**config.mk**
```make
export PLATFORM = sky130hd
export DESIGN_NAME = gemm_top
export DESIGN_NICKNAME = d
export VERILOG_FILES = /design/src/hw/gemm_pkg.sv /design/src/hw/gemm_w_buffer.sv /design/src/hw/gemm_mac_array.sv /design/src/hw/gemm_ctrl.sv /design/src/hw/gemm_wb_regs.sv /design/src/hw/gemm_top.sv
export VERILOG_INCLUDE_DIRS = /design/src /design/src/hw
export SDC_FILE = /design/constraint.sdc
export NUM_CORES = 2
export LEC_CHECK = 0
export ABC_AREA = 1
export BUFFER_PORTS_ARGS = -buffer_cell sky130_fd_sc_hd__buf_2
export CORE_MARGIN = 2
export CORE_UTILIZATION = 35
export CTS_BUF_LIST = sky130_fd_sc_hd__clkbuf_4
export CTS_CLUSTER_SIZE = 24
export DETAILED_ROUTE_END_ITERATION = 6
export GPL_TIMING_DRIVEN = 0
export SETUP_SLACK_MARGIN = 0.1
export SYNTH_ARGS = -nofsm -noshare
export SYNTH_HDL_FRONTEND = slang
export SYNTH_SLANG_ARGS = --single-unit
export TNS_END_PERCENT = 100
```
**constraint.sdc**
```tcl
create_clock -name clk_i -period 11 [get_ports clk_i]
set_input_delay 2.75 -clock clk_i [delete_from_list [all_inputs] [get_ports clk_i]]
set_output_delay 2.75 -clock clk_i [all_outputs]
set_load 0.05 [all_outputs]
```
**src/hw/gemm_params.svh**
```systemverilog
// GEMM tile parameters.
// Tile geometry, element widths and the Wishbone register word map.

`ifndef GEMM_PARAMS_SVH
`define GEMM_PARAMS_SVH

// Tile geometry, fixed by the register map to 4x4.
`define MAC_HEIGHT 4
`define MAC_DEPTH  4

// Element and accumulator widths.
`define ELEM_W 16
`define ACC_W  32

// Word address bits decoded by the bus slave.
`define WB_AW 4

// Register word addresses.
`define REG_CTRL   0
`define REG_CFG    1
`define REG_W_LO   2
`define REG_W_HI   3
`define REG_X_LO   4
`define REG_X_HI   5
`define REG_STATUS 6
`define REG_Z0     8

`endif

```
**src/hw/gemm_pkg.sv**
```systemverilog
// GEMM tile package.
// Shared data types of the matrix-vector tile and the controller states.

`include "gemm_params.svh"

package gemm_pkg;

  // One signed tile element.
  typedef logic signed [`ELEM_W-1:0] elem_t;

  // One accumulator lane, also the result word.
  typedef logic signed [`ACC_W-1:0] acc_t;

  // A full weight row, column 0 in the low bits.
  typedef logic [`MAC_DEPTH*`ELEM_W-1:0] wrow_t;

  // Leftover or row count, 0 to 4.
  // A leftover of zero selects the full tile size.
  typedef logic [2:0] lftovr_t;

  // Controller states.
  typedef enum logic [1:0] {
    IDLE,
    RUN,
    DONE
  } ctrl_state_e;

endpackage

```
**src/hw/gemm_w_buffer.sv**
```systemverilog
// GEMM weight buffer.
// Holds the weight tile, loads one row per load pulse into the slot picked
// by an internal row counter and shifts all rows toward column 0.
// Rows and columns beyond the leftovers are filled with zeros.
// The output is column 0 of every row.

`include "gemm_params.svh"

module gemm_w_buffer
  import gemm_pkg::*;
(
  input  logic                      clk_i,
  input  logic                      rst_ni,
  input  logic                      clear_i,
  input  logic                      load_i,
  input  logic                      shift_i,
  input  lftovr_t                   rows_lftovr_i,
  input  lftovr_t                   cols_lftovr_i,
  input  wrow_t                     w_row_i,
  output elem_t [`MAC_HEIGHT-1:0]   w_col_o,
  output lftovr_t                   rows_loaded_o
);

  // Stored tile, indexed [row][column].
  elem_t [`MAC_HEIGHT-1:0][`MAC_DEPTH-1:0] w_q;
  // Tile shifted by one column, zero entering at the far end.
  elem_t [`MAC_HEIGHT-1:0][`MAC_DEPTH-1:0] w_shifted;

  lftovr_t w_row_q;
  lftovr_t depth;
  lftovr_t count_limit;

  // Zero leftover means full size.
  assign depth       = (cols_lftovr_i == '0) ? lftovr_t'(`MAC_DEPTH) : cols_lftovr_i;
  assign count_limit = (rows_lftovr_i == '0) ? lftovr_t'(`MAC_HEIGHT) : rows_lftovr_i;

  always_comb begin
    for (int h = 0; h < `MAC_HEIGHT; h++) begin
      for (int d = 0; d < `MAC_DEPTH - 1; d++) begin
        w_shifted[h][d] = w_q[h][d+1];
      end
      w_shifted[h][`MAC_DEPTH-1] = '0;
    end
  end

  // Tile storage. Clear wins over load and shift.
  always_ff @(posedge clk_i or negedge rst_ni) begin
    if (!rst_ni) begin
      w_q <= '0;
    end else if (clear_i) begin
      w_q <= '0;
    end else begin
      for (int h = 0; h < `MAC_HEIGHT; h++) begin
        for (int d = 0; d < `MAC_DEPTH; d++) begin
          if (load_i && (h == w_row_q)) begin
            // Masked copy of the incoming row.
            w_q[h][d] <= (d < depth && w_row_q < count_limit) ?
                         w_row_i[d*`ELEM_W +: `ELEM_W] : '0;
          end else if (shift_i) begin
            w_q[h][d] <= w_shifted[h][d];
          end
        end
      end
    end
  end

  // Row counter, holds MAC_HEIGHT for one cycle before wrapping.
  always_ff @(posedge clk_i or negedge rst_ni) begin
    if (!rst_ni) begin
      w_row_q <= '0;
    end else if (clear_i || w_row_q == lftovr_t'(`MAC_HEIGHT)) begin
      w_row_q <= '0;
    end else if (load_i) begin
      w_row_q <= w_row_q + lftovr_t'(1);
    end
  end

  for (genvar h = 0; h < `MAC_HEIGHT; h++) begin : g_out
    assign w_col_o[h] = w_q[h][0];
  end

  assign rows_loaded_o = w_row_q;

  // Row slot index stays inside the tile plus the one-cycle wrap value.
  a_row_range: assert property (@(posedge clk_i) disable iff (!rst_ni)
    w_row_q <= lftovr_t'(`MAC_HEIGHT));

endmodule

```
**src/hw/gemm_mac_array.sv**
```systemverilog
// GEMM MAC array.
// MAC_HEIGHT signed multiply-accumulate lanes. Each lane multiplies its
// weight element by the broadcast X element and accumulates modulo 2^32.

`include "gemm_params.svh"

module gemm_mac_array
  import gemm_pkg::*;
(
  input  logic                      clk_i,
  input  logic                      rst_ni,
  input  logic                      acc_en_i,
  input  logic                      acc_clr_i,
  input  elem_t [`MAC_HEIGHT-1:0]   w_col_i,
  input  elem_t                     x_elem_i,
  output acc_t  [`MAC_HEIGHT-1:0]   z_o
);

  acc_t [`MAC_HEIGHT-1:0] acc_q;
  acc_t [`MAC_HEIGHT-1:0] prod;

  for (genvar h = 0; h < `MAC_HEIGHT; h++) begin : g_lane
    // Full signed product, fits the accumulator width.
    assign prod[h] = acc_t'($signed(w_col_i[h]) * $signed(x_elem_i));

    always_ff @(posedge clk_i or negedge rst_ni) begin
      if (!rst_ni) begin
        acc_q[h] <= '0;
      end else if (acc_en_i) begin
        // First step of a run starts a fresh sum.
        if (acc_clr_i) begin
          acc_q[h] <= prod[h];
        end else begin
          acc_q[h] <= acc_q[h] + prod[h];
        end
      end
    end
  end

  assign z_o = acc_q;

  // The restart marker is only meaningful on an accumulate step.
  a_clr_with_en: assert property (@(posedge clk_i) disable iff (!rst_ni)
    acc_clr_i |-> acc_en_i);

endmodule

```
**src/hw/gemm_ctrl.sv**
```systemverilog
// GEMM controller.
// Runs one computation of MAC_DEPTH shift-and-accumulate steps per start
// and selects the X element for each step. Done holds until the next start.

`include "gemm_params.svh"

module gemm_ctrl
  import gemm_pkg::*;
(
  input  logic                      clk_i,
  input  logic                      rst_ni,
  input  logic                      start_i,
  input  elem_t [`MAC_DEPTH-1:0]    x_vec_i,
  output logic                      w_shift_o,
  output logic                      acc_en_o,
  output logic                      acc_clr_o,
  output elem_t                     x_elem_o,
  output logic                      busy_o,
  output logic                      done_o
);

  ctrl_state_e state_q, state_d;
  logic [$clog2(`MAC_DEPTH)-1:0] step_q, step_d;

  always_comb begin
    state_d = state_q;
    step_d  = step_q;
    unique case (state_q)
      IDLE, DONE: begin
        // A start from idle or done begins a new run.
        if (start_i) begin
          state_d = RUN;
          step_d  = '0;
        end
      end
      RUN: begin
        // Start is ignored while running.
        step_d = step_q + 1'b1;
        if (step_q == `MAC_DEPTH - 1) begin
          state_d = DONE;
        end
      end
      default: state_d = IDLE;
    endcase
  end

  always_ff @(posedge clk_i or negedge rst_ni) begin
    if (!rst_ni) begin
      state_q <= IDLE;
      step_q  <= '0;
    end else begin
      state_q <= state_d;
      step_q  <= step_d;
    end
  end

  // Every RUN cycle shifts the buffer and accumulates one column.
  assign w_shift_o = (state_q == RUN);
  assign acc_en_o  = (state_q == RUN);
  assign acc_clr_o = (state_q == RUN) && (step_q == '0);
  assign x_elem_o  = x_vec_i[step_q];

  assign busy_o = (state_q == RUN);
  assign done_o = (state_q == DONE);

  // Shifts come as one burst of MAC_DEPTH RUN cycles, then DONE.
  a_shift_in_run: assert property (@(posedge clk_i) disable iff (!rst_ni)
    $rose(w_shift_o) |-> (state_q == RUN) [*`MAC_DEPTH] ##1 (state_q == DONE));

endmodule

```
**src/hw/gemm_wb_regs.sv**
```systemverilog
// GEMM Wishbone register slave.
// Classic single-cycle-ack slave with the tile register map. Holds the
// configuration, the staged low half of a weight row and the X vector,
// turns CTRL writes into pulses and issues a weight load on each W_HI write.

`include "gemm_params.svh"

module gemm_wb_regs
  import gemm_pkg::*;
(
  input  logic                      clk_i,
  input  logic                      rst_ni,
  input  logic                      wb_cyc_i,
  input  logic                      wb_stb_i,
  input  logic                      wb_we_i,
  input  logic [`WB_AW-1:0]         wb_adr_i,
  input  logic [31:0]               wb_dat_i,
  input  logic [3:0]                wb_sel_i,
  output logic [31:0]               wb_dat_o,
  output logic                      wb_ack_o,
  input  logic                      busy_i,
  input  logic                      done_i,
  input  lftovr_t                   rows_loaded_i,
  input  acc_t  [`MAC_HEIGHT-1:0]   z_i,
  output logic                      start_o,
  output logic                      clear_o,
  output logic                      w_load_o,
  output wrow_t                     w_row_o,
  output elem_t [`MAC_DEPTH-1:0]    x_vec_o,
  output lftovr_t                   rows_lftovr_o,
  output lftovr_t                   cols_lftovr_o
);

  logic        ack_q;
  logic        req;
  logic        wr;
  logic [31:0] rdata;
  logic [31:0] dat_q;
  logic [31:0] w_lo_q;
  logic        start_q;
  logic        clear_q;
  lftovr_t     rows_lftovr_q;
  lftovr_t     cols_lftovr_q;
  logic [`WB_AW-1:0] z_idx;
  elem_t [`MAC_DEPTH-1:0] x_q;

  // A new transfer is acknowledged on the coming edge.
  assign req = wb_cyc_i && wb_stb_i && !ack_q;
  // Byte selects are ignored.
  assign wr  = req && wb_we_i;

  // Weight load fires on the acking edge and is dropped while busy.
  assign w_load_o = wr && (wb_adr_i == `REG_W_HI) && !busy_i;
  assign w_row_o  = {wb_dat_i, w_lo_q};

  assign z_idx = wb_adr_i - `REG_Z0;

  // Read mux.
  always_comb begin
    rdata = '0;
    case (wb_adr_i)
      `REG_CFG:    rdata = {21'b0, cols_lftovr_q, 5'b0, rows_lftovr_q};
      `REG_X_LO:   rdata = {x_q[1], x_q[0]};
      `REG_X_HI:   rdata = {x_q[3], x_q[2]};
      `REG_STATUS: rdata = {25'b0, rows_loaded_i, 2'b0, done_i, busy_i};
      default: begin
        // Result window.
        if (wb_adr_i >= `REG_Z0 && wb_adr_i < `REG_Z0 + `MAC_HEIGHT) begin
          rdata = z_i[z_idx[$clog2(`MAC_HEIGHT)-1:0]];
        end
      end
    endcase
  end

  // Bus handshake and read data.
  always_ff @(posedge clk_i or negedge rst_ni) begin
    if (!rst_ni) begin
      ack_q <= 1'b0;
      dat_q <= '0;
    end else begin
      ack_q <= req;
      if (req && !wb_we_i) begin
        dat_q <= rdata;
      end
    end
  end

  // Register writes and command pulses.
  always_ff @(posedge clk_i or negedge rst_ni) begin
    if (!rst_ni) begin
      start_q       <= 1'b0;
      clear_q       <= 1'b0;
      rows_lftovr_q <= '0;
      cols_lftovr_q <= '0;
      w_lo_q        <= '0;
      x_q           <= '0;
    end else begin
      start_q <= wr && (wb_adr_i == `REG_CTRL) && wb_dat_i[0];
      clear_q <= wr && (wb_adr_i == `REG_CTRL) && wb_dat_i[1];
      if (wr) begin
        case (wb_adr_i)
          `REG_CFG: begin
            rows_lftovr_q <= wb_dat_i[2:0];
            cols_lftovr_q <= wb_dat_i[10:8];
          end
          `REG_W_LO: w_lo_q <= wb_dat_i;
          `REG_X_LO: begin
            x_q[0] <= wb_dat_i[15:0];
            x_q[1] <= wb_dat_i[31:16];
          end
          `REG_X_HI: begin
            x_q[2] <= wb_dat_i[15:0];
            x_q[3] <= wb_dat_i[31:16];
          end
          default: ;
        endcase
      end
    end
  end

  assign wb_ack_o      = ack_q;
  assign wb_dat_o      = dat_q;
  assign start_o       = start_q;
  assign clear_o       = clear_q;
  assign x_vec_o       = x_q;
  assign rows_lftovr_o = rows_lftovr_q;
  assign cols_lftovr_o = cols_lftovr_q;

  // Each transfer gets exactly one ack cycle.
  a_ack_single: assert property (@(posedge clk_i) disable iff (!rst_ni)
    wb_ack_o |=> !wb_ack_o);

endmodule

```
**src/hw/gemm_top.sv**
```systemverilog
// GEMM tile top level.
// Wishbone slave, controller, weight buffer and MAC array of a 4x4
// integer matrix-vector tile.

`include "gemm_params.svh"

module gemm_top
  import gemm_pkg::*;
(
  input  logic              clk_i,
  input  logic              rst_ni,
  input  logic              wb_cyc_i,
  input  logic              wb_stb_i,
  input  logic              wb_we_i,
  input  logic [`WB_AW-1:0] wb_adr_i,
  input  logic [31:0]       wb_dat_i,
  input  logic [3:0]        wb_sel_i,
  output logic [31:0]       wb_dat_o,
  output logic              wb_ack_o
);

  // Slave commands and configuration.
  logic    start, clear, w_load;
  wrow_t   w_row;
  lftovr_t rows_lftovr, cols_lftovr;
  elem_t [`MAC_DEPTH-1:0] x_vec;

  // Controller strobes.
  logic  w_shift, acc_en, acc_clr, busy, done;
  elem_t x_elem;

  // Datapath.
  elem_t [`MAC_HEIGHT-1:0] w_col;
  acc_t  [`MAC_HEIGHT-1:0] z;
  lftovr_t rows_loaded;

  gemm_wb_regs u_regs (
    .clk_i, .rst_ni,
    .wb_cyc_i, .wb_stb_i, .wb_we_i, .wb_adr_i, .wb_dat_i, .wb_sel_i,
    .wb_dat_o, .wb_ack_o,
    .busy_i(busy), .done_i(done), .rows_loaded_i(rows_loaded), .z_i(z),
    .start_o(start), .clear_o(clear), .w_load_o(w_load), .w_row_o(w_row),
    .x_vec_o(x_vec), .rows_lftovr_o(rows_lftovr), .cols_lftovr_o(cols_lftovr)
  );

  gemm_ctrl u_ctrl (
    .clk_i, .rst_ni,
    .start_i(start), .x_vec_i(x_vec),
    .w_shift_o(w_shift), .acc_en_o(acc_en), .acc_clr_o(acc_clr),
    .x_elem_o(x_elem), .busy_o(busy), .done_o(done)
  );

  gemm_w_buffer u_w_buffer (
    .clk_i, .rst_ni,
    .clear_i(clear), .load_i(w_load), .shift_i(w_shift),
    .rows_lftovr_i(rows_lftovr), .cols_lftovr_i(cols_lftovr),
    .w_row_i(w_row), .w_col_o(w_col), .rows_loaded_o(rows_loaded)
  );

  gemm_mac_array u_mac (
    .clk_i, .rst_ni,
    .acc_en_i(acc_en), .acc_clr_i(acc_clr),
    .w_col_i(w_col), .x_elem_i(x_elem), .z_o(z)
  );

endmodule

```
==> results by group <==
Run status
  • Status: complete, but fails checks
  • Failing checks: DRC, capacitance limit, slew limit

Synthesis
  • Share of the synthesized area in the top cell type: 28.9%
  • Sequential share of the synthesized area: 18.2%
  • Largest family of logic cells by synthesized area: adder cells
  • Synth cell types: 47
  • Ys flop type: dfrtp_1
  • Synth Area in Compound Gates: 11.2%
  • Synthesized instance count: 9,586
  • Top post-synthesis cells by area: fa_1, dfrtp_1, nand2_1
  • Synth area leader: fa_1
  • Post-synth EDFFs: 0
  • Adder-Cell Fraction of Synth Area: 37.0%
  • Post-synth ARST share: 100%
  • Post-Synthesis Net Count: 11,152
  • Ys Warns: 0
  • Synth Cell Area: 72,800 µm²
  • Post-synthesis register bit count: 528
  • Simple-gate share of the synthesized area: 20.1%
  • Xor/xnor cell area share of the yosys netlist: 1.28%
  • Post-synthesis mux area share: 0%
  • Mean post-synth cell area: 7.59 µm²

Worst setup path
  • Slowest-stage cell, CP: clkbuf_2
  • CP startpoint kind: register
  • Most used cell, CP: nand2_1
  • Maximum fanout along the worst path: 10
  • Crit path arrival time: 11.84 ns
  • CP max stage delay: 0.75 ns
  • WP data required: 12.10 ns
  • Critical path class: register to register
  • CP Capture Type: register

Clocking
  • CTS Root Cell: clkbuf_4
  • CTS buffer count: 159
  • CTS tree: built
  • Hold-fix buffers, CTS: 0
  • Reg clk slew, reported paths: 0.07 ns
  • Clk_lat worst skew: 1.32 ns
  • H-tree lvl count: 4
  • Sink Count: 528
  • Max clock buf depth: 3

Placement
  • IO buf count: 73
  • GPL Wtd Cong: 1.07
  • HPWL after DPL: 267,000 µm
  • Placed instance count: 12,369

Die
  • Die width: 460 µm
  • Placeable Area: 207,000 µm²
  • Die Area: 212,000 µm²
  • Die Ht: 460 µm
  • I/O pin count: 78
  • Row count: 167
  • Initial Util: 35.2%

Timing
  • Tcrit/Tclk final: 97.7%
  • Final Max Tran Viols: 21
  • Worst Clk Skew: 0.202 ns
  • Final hold violations: 0
  • Slew margin rel.: -3.12%
  • Worst-Margin Slew: 1.55 ns
  • RSZ-0062 raised after global routing: true
  • Post-layout min period: 10.74 ns
  • Setup violators final: 0
  • Fmax: 93.1 MHz

Cells and area
  • Nets@finish: 11,397
  • Area delta synth->final: 8.38%
  • Non-Filler Instances: 12,663
  • Share of layout cells above drive strength 1: 4.38%

Routing
  • DRT antenna net count: 0
  • Vias per cell: 5.37
  • Routed len/inst: 25.5 µm
  • 1st-pass router iterations: 7
  • DRC: 3
  • Vias: 67,979
  • Iter 0 DRT Violations: 6,698
  • Final WL: 323,000 µm

Global route
  • First-pass GRT wire length: 463,000 µm
  • GRT Total Usage: 30.3%
  • Largest net degree at the start of global routing: 118
  • Vias in the first global route: 67,785
  • Gr ovfl total: 0
  • Initial antenna violation count: 26

Worst hold path
  • Hold Path Class: register to register

Run
  • Total of max-cap violations: 2
[metrics by stage]
stage	hold slack [ns]	worst slack [ns]	cell area [µm²]	util (%)	TNS (ns)
4_1_cts	0.469	0.186	78700	38.1	0
2_1_floorplan	0.435	3.25	72800	-	0
6_report	0.464	0.255	78900	38.1	0
3_3_place_gp	0.455	-4.72	76500	37.0	-2422.36
3_5_place_dp	0.461	-0.298	76700	37.1	-1.26
5_1_grt	0.490	0.0947	78900	38.1	0
[metal layers]
layer | up-vias | GRT usage [%] | part of all wire [%]
met5 | - | 0.436 | 0.057
met4 | 10 | 17.4 | 6.8
met3 | 702 | 8.77 | 10
met2 | 3491 | 45.5 | 43
met1 | 33595 | 38.9 | 40
li1 | 30181 | - | -
[synthesized netlist by cell type (2+ instances only)]
master	number
a22oi_1	10
and2_1	34
o21bai_1	37
a41oi_1	15
o221ai_1	13
ha_1	469
a31oi_1	14
a221oi_1	22
a31o_2	2
a21oi_1	471
xnor2_1	37
buf_1	63
inv_1	1974
a21boi_0	20
fa_1	1052
clkbuf_1	251
nand3_2	3
clkinv_1	36
nor4_1	7
o21a_1	17
and3_1	2
a21o_1	24
o21ai_1	222
nand4_1	69
nand2_1	1987
o21ai_0	388
buf_2	38
inv_2	8
nand3_1	380
xor2_1	69
nor2_1	1029
or2_2	16
nand3b_1	39
dfrtp_1	528
o22ai_1	94
nor3_1	49
o211ai_1	23
nor3_4	2
o32ai_1	64
[path summary, 6_finish.rpt]
kind	start	endpoint	slack, ns	depth (start not counted)
worst max-delay path	u_ctrl.step_q[0]	u_mac.z_o[63]	0.26	34
worst min-delay path	u_regs.start_o	u_ctrl.state_q[1]	0.46	1
worst max register to register	u_ctrl.step_q[0]	u_mac.z_o[63]	0.26	34
worst min register to register	u_regs.start_o	u_ctrl.state_q[1]	0.46	1
max in group asynchronous	rst_ni	u_mac.z_o[8]	7.65	4
min in group asynchronous	rst_ni	u_w_buffer.w_q[43]	1.48	1
[critical path, delay by kind of cell, from the launching register on]
family	cells	cell delay (ns)
AOI/OAI and AO/OA	6	1.66
xor gates and xnor gates	1	0.53
adders and majority gates	8	3.90
buffers and inverters	7	2.47
DFF	1	0.36
and+or+nand+nor	12	1.54
[logic make-up after synthesis]
kind of cell	Yosys count
simple gates	3620
buf+inv	2370
fa+ha+maj	1521
compound gates	1441
flops	528
xor+xnor	106
[state kept, by name, indices dropped and copies added (netlist names)]
| register | cells |
|---|---|
| u_regs.w_lo_q | 32 |
| u_regs.x_vec_o | 64 |
| u_regs.cols_lftovr_o | 3 |
| u_ctrl.step_q | 2 |
| u_ctrl.state_q | 2 |
| u_regs.clear_o | 1 |
| u_regs.start_o | 1 |
| u_regs.rows_lftovr_o | 3 |
| u_w_buffer.rows_loaded_o | 3 |
| u_w_buffer.w_q | 192 |
| u_regs.wb_dat_o | 32 |
| u_regs.wb_ack_o | 1 |
| u_mac.z_o | 128 |
| u_w_buffer.w_col_o | 64 |
[placed cells by master (no fill, tap or decap), types with 113 or more instances in the layout]
cell type,synthesis,routed
buf_2,38,113
dfrtp_1,528,528
inv_1,1974,1972
a21oi_1,471,471
clkbuf_1,251,227
nand3_1,380,380
nand2_1,1987,1980
o21ai_0,388,388
o21ai_1,222,222
clkbuf_4,0,223
fa_1,1052,1052
ha_1,469,469
nor2_1,1029,1029
[final cells by class]
type | instances | area, µm²
Inverter | 2018 | 7590
Timing Repair Buffer | 85 | 586
Antenna cell | 18 | 45.0
Clock inverter | 51 | 330
Fill cell | 21798 | 128000
Multi-Input combinational cell | 6688 | 50700
Sequential cell | 528 | 13200
Clock buffer | 220 | 1650
Buffer | 351 | 1430
Tap cell | 2704 | 3380
[timing repair]
item,4_1_cts,5_1_grt
setup buffers,0,6
setup endpoints to repair,18,29
gates resized for setup,5,46
Power is not shown: default switching activity piles up to over one toggle a cycle in this logic, so the estimate is an artifact.
